`config.mk`:
```
export PLATFORM = sky130hd
export DESIGN_NAME = continuous_monitor
export DESIGN_NICKNAME = d
export VERILOG_FILES = /design/src/logic/cms_pkg.sv /design/src/logic/ctrl_regs.sv /design/src/logic/trace_capture.sv /design/src/logic/trace_qualifier.sv /design/src/logic/trace_stream_out.sv /design/src/logic/continuous_monitor.sv
export SDC_FILE = /design/constraint.sdc
export NUM_CORES = 2
export LEC_CHECK = 0
export ABC_AREA = 1
export BUFFER_PORTS_ARGS = -buffer_cell sky130_fd_sc_hd__buf_2
export CAP_MARGIN = 10
export CORE_MARGIN = 2
export CORE_UTILIZATION = 55
export DETAILED_ROUTE_END_ITERATION = 6
export PLACE_DENSITY_LB_ADDON = 0.05
export SYNTH_ARGS = -nofsm -noshare
export SYNTH_HDL_FRONTEND = slang
export SYNTH_SLANG_ARGS = --single-unit
```
`constraint.sdc`:
```
create_clock -name clk -period 10.65 [get_ports clk]
set_input_delay 2.13 -clock clk [delete_from_list [all_inputs] [get_ports clk]]
set_output_delay 2.13 -clock clk [all_outputs]
set_load 0.005 [all_outputs]
```
`src/logic/cms_pkg.sv`:
```
// ####################################################################
// continuous monitor shared definitions
// widths, control register map, WFI encoding and trace packet layout
// ####################################################################

package cms_pkg;

    localparam int xlen            = 32;
    localparam int instr_width     = 32;
    localparam int delta_width     = 32;
    localparam int ctrl_data_width = 32;
    localparam int pkt_width       = instr_width + delta_width + xlen;

    // wait-for-interrupt, closes a stream frame
    localparam logic [instr_width-1:0] wfi_instr = 32'h10500073;

    // control register map, other codes are ignored
    typedef enum logic [3:0] {
        start_addr_en = 4'd0,
        end_addr_en   = 4'd1,
        start_addr    = 4'd2,
        end_addr      = 4'd3,
        range_lo_en   = 4'd4,
        range_hi_en   = 4'd5,
        range_lo      = 4'd6,
        range_hi      = 4'd7
    } ctrl_addr_e;

    // field view of one packet, instr in the top bits
    typedef struct packed {
        logic [instr_width-1:0] instr;
        logic [delta_width-1:0] delta;
        logic [xlen-1:0]        pc;
    } trace_fields_t;

    // built as fields, stored and sent as a flat word
    typedef union packed {
        trace_fields_t        fields;
        logic [pkt_width-1:0] raw;
    } trace_pkt_u;

endpackage

```
`src/logic/ctrl_regs.sv`:
```
// ####################################################################
// control register file
// decodes address/data writes into trace trigger and range settings
// ####################################################################

`timescale 1ns/1ps

module ctrl_regs
    import cms_pkg::*;
#(
    // 1 = write on rising edge of the enable, 0 = write every enabled cycle
    parameter bit write_on_edge = 1'b1
) (
    input  logic                       clk,
    input  logic                       rst_n,
    input  ctrl_addr_e                 ctrl_addr,
    input  logic [ctrl_data_width-1:0] ctrl_wdata,
    input  logic                       ctrl_write_enable,
    output logic                       cfg_write,
    output logic                       start_en,
    output logic                       end_en,
    output logic                       range_lo_en,
    output logic                       range_hi_en,
    output logic [xlen-1:0]            start_addr,
    output logic [xlen-1:0]            end_addr,
    output logic [xlen-1:0]            range_lo,
    output logic [xlen-1:0]            range_hi
);

    logic we_q;

    // previous enable for rising edge detection
    always_ff @(posedge clk) begin
        if (!rst_n) begin
            we_q <= 1'b0;
        end else begin
            we_q <= ctrl_write_enable;
        end
    end

    assign cfg_write = write_on_edge ? (ctrl_write_enable & ~we_q) : ctrl_write_enable;

    always_ff @(posedge clk) begin
        if (!rst_n) begin
            start_en    <= 1'b0;
            end_en      <= 1'b0;
            range_lo_en <= 1'b0;
            range_hi_en <= 1'b0;
            start_addr  <= '0;
            end_addr    <= '1;
            range_lo    <= '0;
            range_hi    <= '1;
        end else if (cfg_write) begin
            // labels are scoped, the ports share the register names
            case (ctrl_addr)
                cms_pkg::start_addr_en: begin
                    start_en <= ctrl_wdata[0];
                end
                cms_pkg::end_addr_en: begin
                    end_en <= ctrl_wdata[0];
                end
                cms_pkg::start_addr: begin
                    start_addr <= ctrl_wdata;
                end
                cms_pkg::end_addr: begin
                    end_addr <= ctrl_wdata;
                end
                cms_pkg::range_lo_en: begin
                    range_lo_en <= ctrl_wdata[0];
                end
                cms_pkg::range_hi_en: begin
                    range_hi_en <= ctrl_wdata[0];
                end
                cms_pkg::range_lo: begin
                    range_lo <= ctrl_wdata;
                end
                cms_pkg::range_hi: begin
                    range_hi <= ctrl_wdata;
                end
                default: begin
                end
            endcase
        end
    end

endmodule

```
`src/logic/trace_capture.sv`:
```
// ####################################################################
// trace capture
// two-stage PC/instruction history, new instruction detection and
// clock delta timestamping of recorded packets
// ####################################################################

`timescale 1ns/1ps

module trace_capture
    import cms_pkg::*;
(
    input  logic                   clk,
    input  logic                   rst_n,
    input  logic [xlen-1:0]        pc,
    input  logic [instr_width-1:0] instr,
    input  logic                   record,
    output logic                   new_instr,
    output logic [xlen-1:0]        prev_pc,
    output trace_pkt_u             pkt
);

    logic [xlen-1:0]        pc_s0;
    logic [xlen-1:0]        pc_s1;
    logic [instr_width-1:0] instr_s0;
    logic [instr_width-1:0] instr_s1;
    logic [delta_width-1:0] cycle_cnt;
    logic [delta_width-1:0] last_ts;

    // two-stage pc history
    always_ff @(posedge clk) begin
        if (!rst_n) begin
            pc_s0 <= '0;
            pc_s1 <= '0;
        end else begin
            pc_s0 <= pc;
            pc_s1 <= pc_s0;
        end
    end

    always_ff @(posedge clk) begin
        instr_s0 <= instr;
        instr_s1 <= instr_s0;
    end

    // free-running counter and timestamp of the last recorded packet
    always_ff @(posedge clk) begin
        if (!rst_n) begin
            cycle_cnt <= '0;
            last_ts   <= '0;
        end else begin
            cycle_cnt <= cycle_cnt + 1'b1;
            if (record) begin
                last_ts <= cycle_cnt;
            end
        end
    end

    // stage 1 ends its run when stage 0 moves on
    assign new_instr = (pc_s0 != pc_s1) && (pc_s1 != '0);
    assign prev_pc   = pc_s1;

    always_comb begin
        pkt.fields.instr = instr_s1;
        pkt.fields.delta = cycle_cnt - last_ts;
        pkt.fields.pc    = pc_s1;
    end

    // record strobe only lands on a new non-zero instruction
    a_no_zero_pc: assert property (@(posedge clk) disable iff (!rst_n)
        record |-> new_instr && (prev_pc != '0));

endmodule

```
`src/logic/trace_qualifier.sv`:
```
// ####################################################################
// trace qualifier
// start/end trigger window and address range check, gives the
// one-cycle record strobe
// ####################################################################

`timescale 1ns/1ps

module trace_qualifier
    import cms_pkg::*;
(
    input  logic            clk,
    input  logic            rst_n,
    input  logic            en,
    input  logic [xlen-1:0] pc,
    input  logic [xlen-1:0] prev_pc,
    input  logic            new_instr,
    input  logic            cfg_write,
    input  logic            start_en,
    input  logic            end_en,
    input  logic [xlen-1:0] start_addr,
    input  logic [xlen-1:0] end_addr,
    input  logic            range_lo_en,
    input  logic            range_hi_en,
    input  logic [xlen-1:0] range_lo,
    input  logic [xlen-1:0] range_hi,
    output logic            record
);

    logic started;
    logic ended;
    logic in_window;
    logic in_range;

    // triggers match the live pc, not the history
    always_ff @(posedge clk) begin
        if (!rst_n) begin
            started <= 1'b0;
            ended   <= 1'b0;
        end else if (!cfg_write) begin
            if (start_en && (pc == start_addr)) begin
                started <= 1'b1;
                ended   <= 1'b0;
            end
            // end wins when both addresses match the same pc
            if (end_en && (pc == end_addr)) begin
                ended   <= 1'b1;
                started <= 1'b0;
            end
        end
    end

    // disabled trigger leaves its side of the window open
    assign in_window = (started || !start_en) && (!ended || !end_en);

    // inclusive bounds
    assign in_range = ((prev_pc >= range_lo) || !range_lo_en) &&
                      ((prev_pc <= range_hi) || !range_hi_en);

    assign record = en && new_instr && in_window && in_range;

    a_trig_excl: assert property (@(posedge clk) disable iff (!rst_n)
        !(started && ended));

endmodule

```
`src/logic/trace_stream_out.sv`:
```
// ####################################################################
// trace stream output
// packet FIFO drained by an AXI-Stream master, tlast on WFI or
// every tlast_interval packets
// ####################################################################

`timescale 1ns/1ps

module trace_stream_out
    import cms_pkg::*;
#(
    // power of two, at least 2
    parameter int fifo_depth = 8
) (
    input  logic                 clk,
    input  logic                 rst_n,
    input  logic                 record,
    input  trace_pkt_u           pkt,
    input  logic [31:0]          tlast_interval,
    input  logic                 tready,
    output logic                 tvalid,
    output logic [pkt_width-1:0] tdata,
    output logic                 tlast
);

    localparam int ptr_w = $clog2(fifo_depth);

    logic [pkt_width-1:0] mem_data [fifo_depth];
    logic                 mem_last [fifo_depth];
    logic [ptr_w-1:0]     wr_ptr;
    logic [ptr_w-1:0]     rd_ptr;
    logic [ptr_w:0]       count;
    logic [31:0]          int_cnt;
    logic                 full;
    logic                 push;
    logic                 pop;
    logic                 is_wfi;
    logic                 int_hit;
    logic                 last_in;

    assign full   = (count == fifo_depth[ptr_w:0]);
    assign tvalid = (count != '0);
    assign push   = record && !full;
    assign pop    = tvalid && tready;

    // tlast is fixed when the packet is queued
    assign is_wfi  = (pkt.fields.instr == wfi_instr);
    assign int_hit = (tlast_interval != '0) && ((int_cnt + 32'd1) == tlast_interval);
    assign last_in = is_wfi || int_hit;

    always_ff @(posedge clk) begin
        if (push) begin
            mem_data[wr_ptr] <= pkt.raw;
            mem_last[wr_ptr] <= last_in;
        end
    end

    always_ff @(posedge clk) begin
        if (!rst_n) begin
            wr_ptr  <= '0;
            rd_ptr  <= '0;
            count   <= '0;
            int_cnt <= '0;
        end else begin
            if (push) begin
                wr_ptr <= wr_ptr + 1'b1;
                // any tlast restarts the interval count
                int_cnt <= last_in ? 32'd0 : int_cnt + 32'd1;
            end
            if (pop) begin
                rd_ptr <= rd_ptr + 1'b1;
            end
            case ({push, pop})
                2'b10:   count <= count + 1'b1;
                2'b01:   count <= count - 1'b1;
                default: count <= count;
            endcase
        end
    end

    // head entry drives the stream, gated so idle beats show zero
    assign tdata = tvalid ? mem_data[rd_ptr] : '0;
    assign tlast = tvalid && mem_last[rd_ptr];

    // a record into a full buffer is lost
    a_no_overflow: assert property (@(posedge clk) disable iff (!rst_n)
        record |-> !full);

    a_hold_stall: assert property (@(posedge clk) disable iff (!rst_n)
        tvalid && !tready |=> tvalid && $stable(tdata) && $stable(tlast));

endmodule

```
`src/logic/continuous_monitor.sv`:
```
// ####################################################################
// continuous trace monitor, top level
// samples pc/instr, filters new instructions and streams packets out
// ####################################################################

`timescale 1ns/1ps

module continuous_monitor
    import cms_pkg::*;
#(
    parameter bit write_on_edge = 1'b1,
    parameter int fifo_depth    = 8
) (
    input  logic                       clk,
    input  logic                       rst_n,
    input  logic [xlen-1:0]            pc,
    input  logic [instr_width-1:0]     instr,
    input  logic                       en,
    input  ctrl_addr_e                 ctrl_addr,
    input  logic [ctrl_data_width-1:0] ctrl_wdata,
    input  logic                       ctrl_write_enable,
    input  logic [31:0]                tlast_interval,
    input  logic                       tready,
    output logic                       tvalid,
    output logic [pkt_width-1:0]       tdata,
    output logic                       tlast
);

    logic            cfg_write;
    logic            start_en;
    logic            end_en;
    logic            range_lo_en;
    logic            range_hi_en;
    logic [xlen-1:0] start_addr;
    logic [xlen-1:0] end_addr;
    logic [xlen-1:0] range_lo;
    logic [xlen-1:0] range_hi;
    logic            new_instr;
    logic [xlen-1:0] prev_pc;
    logic            record;
    trace_pkt_u      pkt;

    ctrl_regs #(
        .write_on_edge(write_on_edge)
    ) u_ctrl_regs (
        .clk(clk), .rst_n(rst_n),
        .ctrl_addr(ctrl_addr), .ctrl_wdata(ctrl_wdata),
        .ctrl_write_enable(ctrl_write_enable), .cfg_write(cfg_write),
        .start_en(start_en), .end_en(end_en),
        .range_lo_en(range_lo_en), .range_hi_en(range_hi_en),
        .start_addr(start_addr), .end_addr(end_addr),
        .range_lo(range_lo), .range_hi(range_hi)
    );

    trace_capture u_trace_capture (
        .clk(clk), .rst_n(rst_n), .pc(pc), .instr(instr), .record(record),
        .new_instr(new_instr), .prev_pc(prev_pc), .pkt(pkt)
    );

    trace_qualifier u_trace_qualifier (
        .clk(clk), .rst_n(rst_n), .en(en), .pc(pc), .prev_pc(prev_pc),
        .new_instr(new_instr), .cfg_write(cfg_write),
        .start_en(start_en), .end_en(end_en),
        .start_addr(start_addr), .end_addr(end_addr),
        .range_lo_en(range_lo_en), .range_hi_en(range_hi_en),
        .range_lo(range_lo), .range_hi(range_hi), .record(record)
    );

    trace_stream_out #(
        .fifo_depth(fifo_depth)
    ) u_trace_stream_out (
        .clk(clk), .rst_n(rst_n), .record(record), .pkt(pkt),
        .tlast_interval(tlast_interval), .tready(tready),
        .tvalid(tvalid), .tdata(tdata), .tlast(tlast)
    );

endmodule

```
# Word-level counts from Yosys, hierarchy flattened
# Memory sizes are Yosys's and may differ from the RTL's. A register that Yosys moved wholly into a read port is not among the register bits.
# Index checks and enable logic that the tools add are counted.
[totals] ramBits=776 memories=2 output_inout_bits=98 in_bits=137 reg_bits=369
[op_classes] magnitude_cmp=2 n_mux=13 reduce_logical=38 eq_ne=15 n_addsub=7 bitwise=3
[memory_table] memory="u_trace_stream_out.mem_data" words=8 word_bits=96 rd=1 rd_ports_with_merged_regs=1 wr=1 line="trace_stream_out.sv:28" rtl="logic [pkt_width-1:0] mem_data [fifo_depth];"
[memory_table] memory="u_trace_stream_out.mem_last" words=8 word_bits=1 rd=1 rd_ports_with_merged_regs=1 wr=1 line="trace_stream_out.sv:29" rtl="logic mem_last [fifo_depth];"
[op_table] operator="equality test 32 bit" n=3
[op_table] operator="2-to-1 mux 96 bit" n=1
[op_table] operator="adder 32 x 1 -> 32 bit, second input constant" n=2
[op_table] operator="nonzero test 32 bit" n=2
[op_table] operator="equality test 32 x 29 -> 1 bit, second input constant" n=1
[op_table] operator=">= comparator 32 bit" n=1
[op_table] operator="<= comparator 32 bit" n=1
[op_table] operator="2-to-1 mux 32 bit" n=1
[op_table] operator="inequality test 32 bit" n=1
[op_table] operator="subtractor 32 bit" n=1
[op_table] operator="AND reduction 2 bit" n=9
[op_table] operator="equality test 4 x 3 -> 1 bit, second input constant" n=4
[op_table] operator="logical AND 1 bit" n=12
[op_table] operator="2-to-1 mux 3 bit" n=4
[op_table] operator="equality test 4 x 2 -> 1 bit, second input constant" n=2
[op_table] operator="case mux 4 bit (2 select lines)" n=1
[op_table] operator="adder 3 x 1 -> 3 bit, second input constant" n=2
[op_table] operator="zero test 1 bit" n=6
[op_table] operator="2-to-1 mux 1 bit" n=6
[op_table] operator="logical OR 1 bit" n=5
[op_table] operator="adder 4 x 1 -> 4 bit, second input constant" n=1
[op_table] operator="equality test 4 x 1 -> 1 bit, second input constant" n=1
[op_table] operator="equality test 4 bit, second input constant" n=1
[op_table] operator="zero test 4 bit" n=1
[op_table] operator="other kinds (7)" n=9

# Depth between registers and ports, before layout
[logic_depth] depth_word=8 mapped_depth=27 depth_no_buf=25

# Modules after synthesis
# Synthesis repeated with hierarchy kept, for this count alone.
[hier_totals] hier_cells=5669 area_unflattened_um2=51903.5
[modules_own_cells] mod="trace_stream_out" seq_area_each_um2=24203.2 cells_per_inst=2951 area_each_um2=33920.0 instances=1
[modules_own_cells] mod="trace_capture" seq_area_each_um2=3843.7 cells_per_inst=1260 area_each_um2=8976.1 instances=1
[modules_own_cells] mod="ctrl_regs" seq_area_each_um2=2662.6 cells_per_inst=847 area_each_um2=5733.0 instances=1
[modules_own_cells] mod="trace_qualifier" seq_area_each_um2=40.0 cells_per_inst=611 area_each_um2=3274.4 instances=1

# Worst setup path after synthesis
# OpenSTA, ideal clock, no wires.
[synth_timing] path_kind="input to register" from="input en" to="memory u_trace_stream_out.mem_data[1][0] (netlist name) (enable)" slack_ns=0.456 n_path_buf=2 arrival_time_ns=9.522 setup_ns=0.672 cell_stages=8 path_cell_list="nand2_1 a21oi_1 o21ai_0 nor2_1 nand4_1 buf_2 buf_1 nor3_1"
[synth_via] elab_chain_cells=6
[synth_lines] element="start, declared" line="continuous_monitor.sv:18" rtl="input logic en,"
[synth_lines] element="logical AND 1 bit (3 in series)" line="trace_qualifier.sv:60" rtl="assign record = en && new_instr && in_window && in_range;"
[synth_lines] element="logical AND 1 bit" line="trace_stream_out.sv:43" rtl="assign push = record && !full;"
[synth_lines] element="2-to-1 mux 1 bit" line="trace_stream_out.sv:52" rtl="if (push) begin"
[synth_lines] element="2-to-1 mux 1 bit (implied by the code)" line="trace_stream_out.sv:53" rtl="mem_data[wr_ptr] <= pkt.raw;"
[synth_lines] element="end, declared" line="trace_stream_out.sv:28"
# Every way passes these cells.

==> summary.txt <==
Kind of critical path: reg2out
Worst VDD drop: 201 µV
Pleak: 0.0207 µW
Hold worst-path end: u_trace_capture.instr_s1[19]$_DFF_P_
Die Y: 302 µm
Vias in the first global route: 32900
Post-Place Setup Slack: 4.95 ns
WL final: 122000 µm
CP Data Required Time: 8.52 ns
Total power: 11700 µW
CTS tree: done
IO Pins: 235
Iteration-0 DRC Markers: 3015
Nets: 5255
Minimum clock period: 6.42 ns
Worst-path clk slew: 0.06 ns
First-pass GRT wire length: 189000 µm
Ys async rst share: 0%
CTS root buf: clkbuf_16
Dpl hpwl: 73300 µm
Post-synth EDFFs: 776
Sequential element share of the synthesized area: 63.0%
Final Util: 62.0%
CTS hold repair buffers: 0
Most used DFF post-synth: edfxtp_1
PwrDens: 214 nW/µm²
Grt total ovfl: 0
Post-DP Area: 51000 µm²
DR pass1 iterations: 6
Via-per-instance ratio: 5.57
Final setup margin: 4.23 ns
Routed length per instance: 19.4 µm
Total CTS buffers: 114
Clk sinks: 1148
Flop2flop setup slack: 5.78 ns
Drt drc: 0
Setup TNS: 0 ns
Site Rows: 109
GP Congestion: 0.924
Final hold vios: 0
Worst R2R End: u_trace_stream_out.mem_data[2][37]$_DFFE_PP_
H-tree depth: 3
Final Skew: 0.0339 ns
Setup violators final: 0
Max Cap Viol: 0
Fmax: 0.156 GHz
Chip Width: 302 µm
Inserted Diodes: 0
R2r worst-path depth: 14
Synth-to-Final Area Change: 11.9%
Skew-Pair Late Insertion Delay: 0.72 ns
Count of state elements after synthesis: 1148
Setup crit start kind: flop
Antenna viol nets, final: 0
Slew headroom: 25.1%
Status: finished clean
Synthesized area: 48800 µm²
DR vias: 35000
Hold Crit Class: reg2reg
Kind of end point of the critical path: output port
Yosys Warn Count: 0
I/O Buffers: 234
Hold Path Depth: 0
CP max FO: 173
Fin crit share: 60.3%
Initial antenna violation count: 1
Avg Inst Size Synth: 10.0 µm²
Synth unique cells: 50
Share of layout cells above drive strength 1: 10.2%
Post-CTS setup buffers: 0
GRT Util Overall: 26.6%
Full die area: 91200 µm²
Unrepaired setup endpoints after global routing: no
Post-CTS sizing: 0
CTS Buffer Depth: 3
Hold Startpoint: u_trace_capture.instr_s0[19]$_DFF_P_
Design Area, Final: 54600 µm²
Pin count of the biggest net entering global routing: 215
Post-Syn Nets: 5103
Slew @ Worst Pin: 1.12 ns
Max Slew Vio Count: 0
Worst Path Arrival: 4.29 ns
Reg2reg start: u_trace_capture.prev_pc[27]$_SDFF_PN0_
Syn Inst Count: 4862
Core area: 88100 µm²
Initial Util: 55.4%
-- layout by cell type (no fill, tap or decap), types with 4 or more instances in the layout --
master      synthesis  final
nor2_4              5     10
clkinv_2            1     18
dfxtp_1           372    370
nor3_1             39     35
ha_1              102    102
o21ai_1             5      5
nor4_1             22     22
o21bai_1            4      4
clkbuf_8            0      9
o2111ai_1           9      9
nand2_1           605    605
a31oi_1           102    102
bufinv_16           0      5
inv_1             380    378
clkinv_1            2     18
xor2_1             72     72
nand2_2             7      7
inv_4               0      4
o22ai_1           109    109
buf_4               0     37
nand4_1            54     54
clkinvlp_2          0      5
nor3_2              0      4
inv_6               0      4
or2_2               4      4
buf_2               6    233
o21a_1              7      7
nand3_1           117    114
nor2_2              9     10
o21ai_0           642    642
nor2_1            813    807
edfxtp_1          776    776
xnor2_1            30     30
o211ai_1           36     36
clkbuf_16           0    116
nand3_2            33     35
clkbuf_1          206     30
a21oi_1           235    235
-- worst max path at each step --
stage | start | slack (ns) | end
after floorplan | en | 0.46 | u_trace_stream_out.mem_data[1][0]$_DFFE_PP_
final | flop | 4.23 | tdata[10]
after CTS | flop | 4.20 | tdata[10]
after global placement | en | 4.96 | u_trace_stream_out.mem_data[2][42]$_DFFE_PP_
after global routing | flop | 3.78 | tdata[10]
after detailed placement | en | 4.95 | u_trace_stream_out.mem_data[2][47]$_DFFE_PP_
-- area by class of cell --
| type | instances | area, µm² |
|---|---|---|
| clock inverters | 59 | 513 |
| flip-flops and latches | 1148 | 30800 |
| well taps | 1165 | 1460 |
| repair buffers | 273 | 1500 |
| clock buffers | 157 | 3150 |
| multi-input cells | 3091 | 15800 |
| inverters | 386 | 1470 |
| fillers | 7319 | 33500 |
-- registers in the layout (all words and copies together), names as in the netlist, named ones only --
signal	count
u_trace_stream_out.mem_data	768
u_ctrl_regs.end_addr	32
u_ctrl_regs.range_hi	32
u_ctrl_regs.range_lo	32
u_ctrl_regs.start_addr	32
u_trace_capture.cycle_cnt	32
u_trace_capture.instr_s0	32
u_trace_capture.instr_s1	32
u_trace_capture.last_ts	32
u_trace_capture.pc_s0	32
u_trace_capture.prev_pc	32
u_trace_stream_out.int_cnt	32
u_trace_stream_out.mem_last	8
u_trace_stream_out.count	4
u_trace_stream_out.rd_ptr	3
u_trace_stream_out.wr_ptr	3
u_ctrl_regs.end_en	1
u_ctrl_regs.range_hi_en	1
u_ctrl_regs.range_lo_en	1
u_ctrl_regs.start_en	1
u_ctrl_regs.we_q	1
u_trace_qualifier.ended	1
u_trace_qualifier.started	1
-- worst max-delay path: stages, from the launching register on --
cell	delay [ns]
dfxtp_4	0.60
inv_8	0.75
buf_4	0.95
o21ai_0	0.16
o22ai_1	0.15
o21ai_0	0.10
a31oi_1	0.58
buf_2	0.23
-- report_power, final --
part	switching, µW	total (µW)	internal [µW]
clock network	1700	3900	2200
logic	1820	2660	841
registers	136	5150	5010
total	3650	11700	8050
-- synth_stat cells, types with 3 or more instances --
library cell / instances / area [µm²]
o21bai_1: 4 / 30.0
a21oi_1: 235 / 1180
nor3b_1: 3 / 22.5
xnor2_1: 30 / 263
inv_2: 3 / 11.3
o21ai_1: 5 / 25.0
nor4_1: 22 / 138
o2111ai_1: 9 / 78.8
nor3_1: 39 / 195
ha_1: 102 / 1280
a31oi_1: 102 / 638
nand4_1: 54 / 338
a21o_1: 3 / 22.5
o21ai_0: 642 / 3210
buf_2: 6 / 30.0
nand3b_1: 3 / 22.5
o21a_1: 7 / 52.6
or2_2: 4 / 25.0
inv_1: 380 / 1430
o211ai_1: 36 / 270
nand2_2: 7 / 43.8
dfxtp_1: 372 / 7450
xor2_1: 72 / 631
edfxtp_1: 776 / 23300
nand3_2: 33 / 330
nor2_4: 5 / 56.3
nand3_1: 117 / 586
nor2_2: 9 / 56.3
o22ai_1: 109 / 682
buf_1: 22 / 82.6
nor2_1: 813 / 3050
buf_6: 3 / 33.8
clkbuf_1: 206 / 773
nand2_1: 605 / 2270
or4_1: 3 / 22.5
-- through the flow --
stage	instances	hold WS, ns
after floorplan	4862	0.310
final	6279	0.314
after CTS	6279	0.310
after global placement	6063	0.311
after detailed placement	6063	0.312
after global routing	6279	0.324
-- cells by family after synthesis --
| family | Yosys count | synth area share (%) |
|---|---|---|
| DFF | 1148 | 63.0 |
| adders and majority gates | 104 | 2.70 |
| xor gates and xnor gates | 103 | 1.88 |
| and+or+nand+nor | 1725 | 14.8 |
| AOI/OAI and AO/OA | 1159 | 12.8 |
| buffers and inverters | 623 | 4.85 |
-- per-layer routing --
metal | wire length [µm] | up-vias | track usage (%)
met4 | 2880 | 2 | 7.73
met3 | 6270 | 167 | 3.17
li1 | - | 17200 | -
met5 | 13 | - | 0
met1 | 54800 | 16700 | 37.4
met2 | 57700 | 950 | 43.6
No activity file was read; power rests on OpenSTA's default activity.
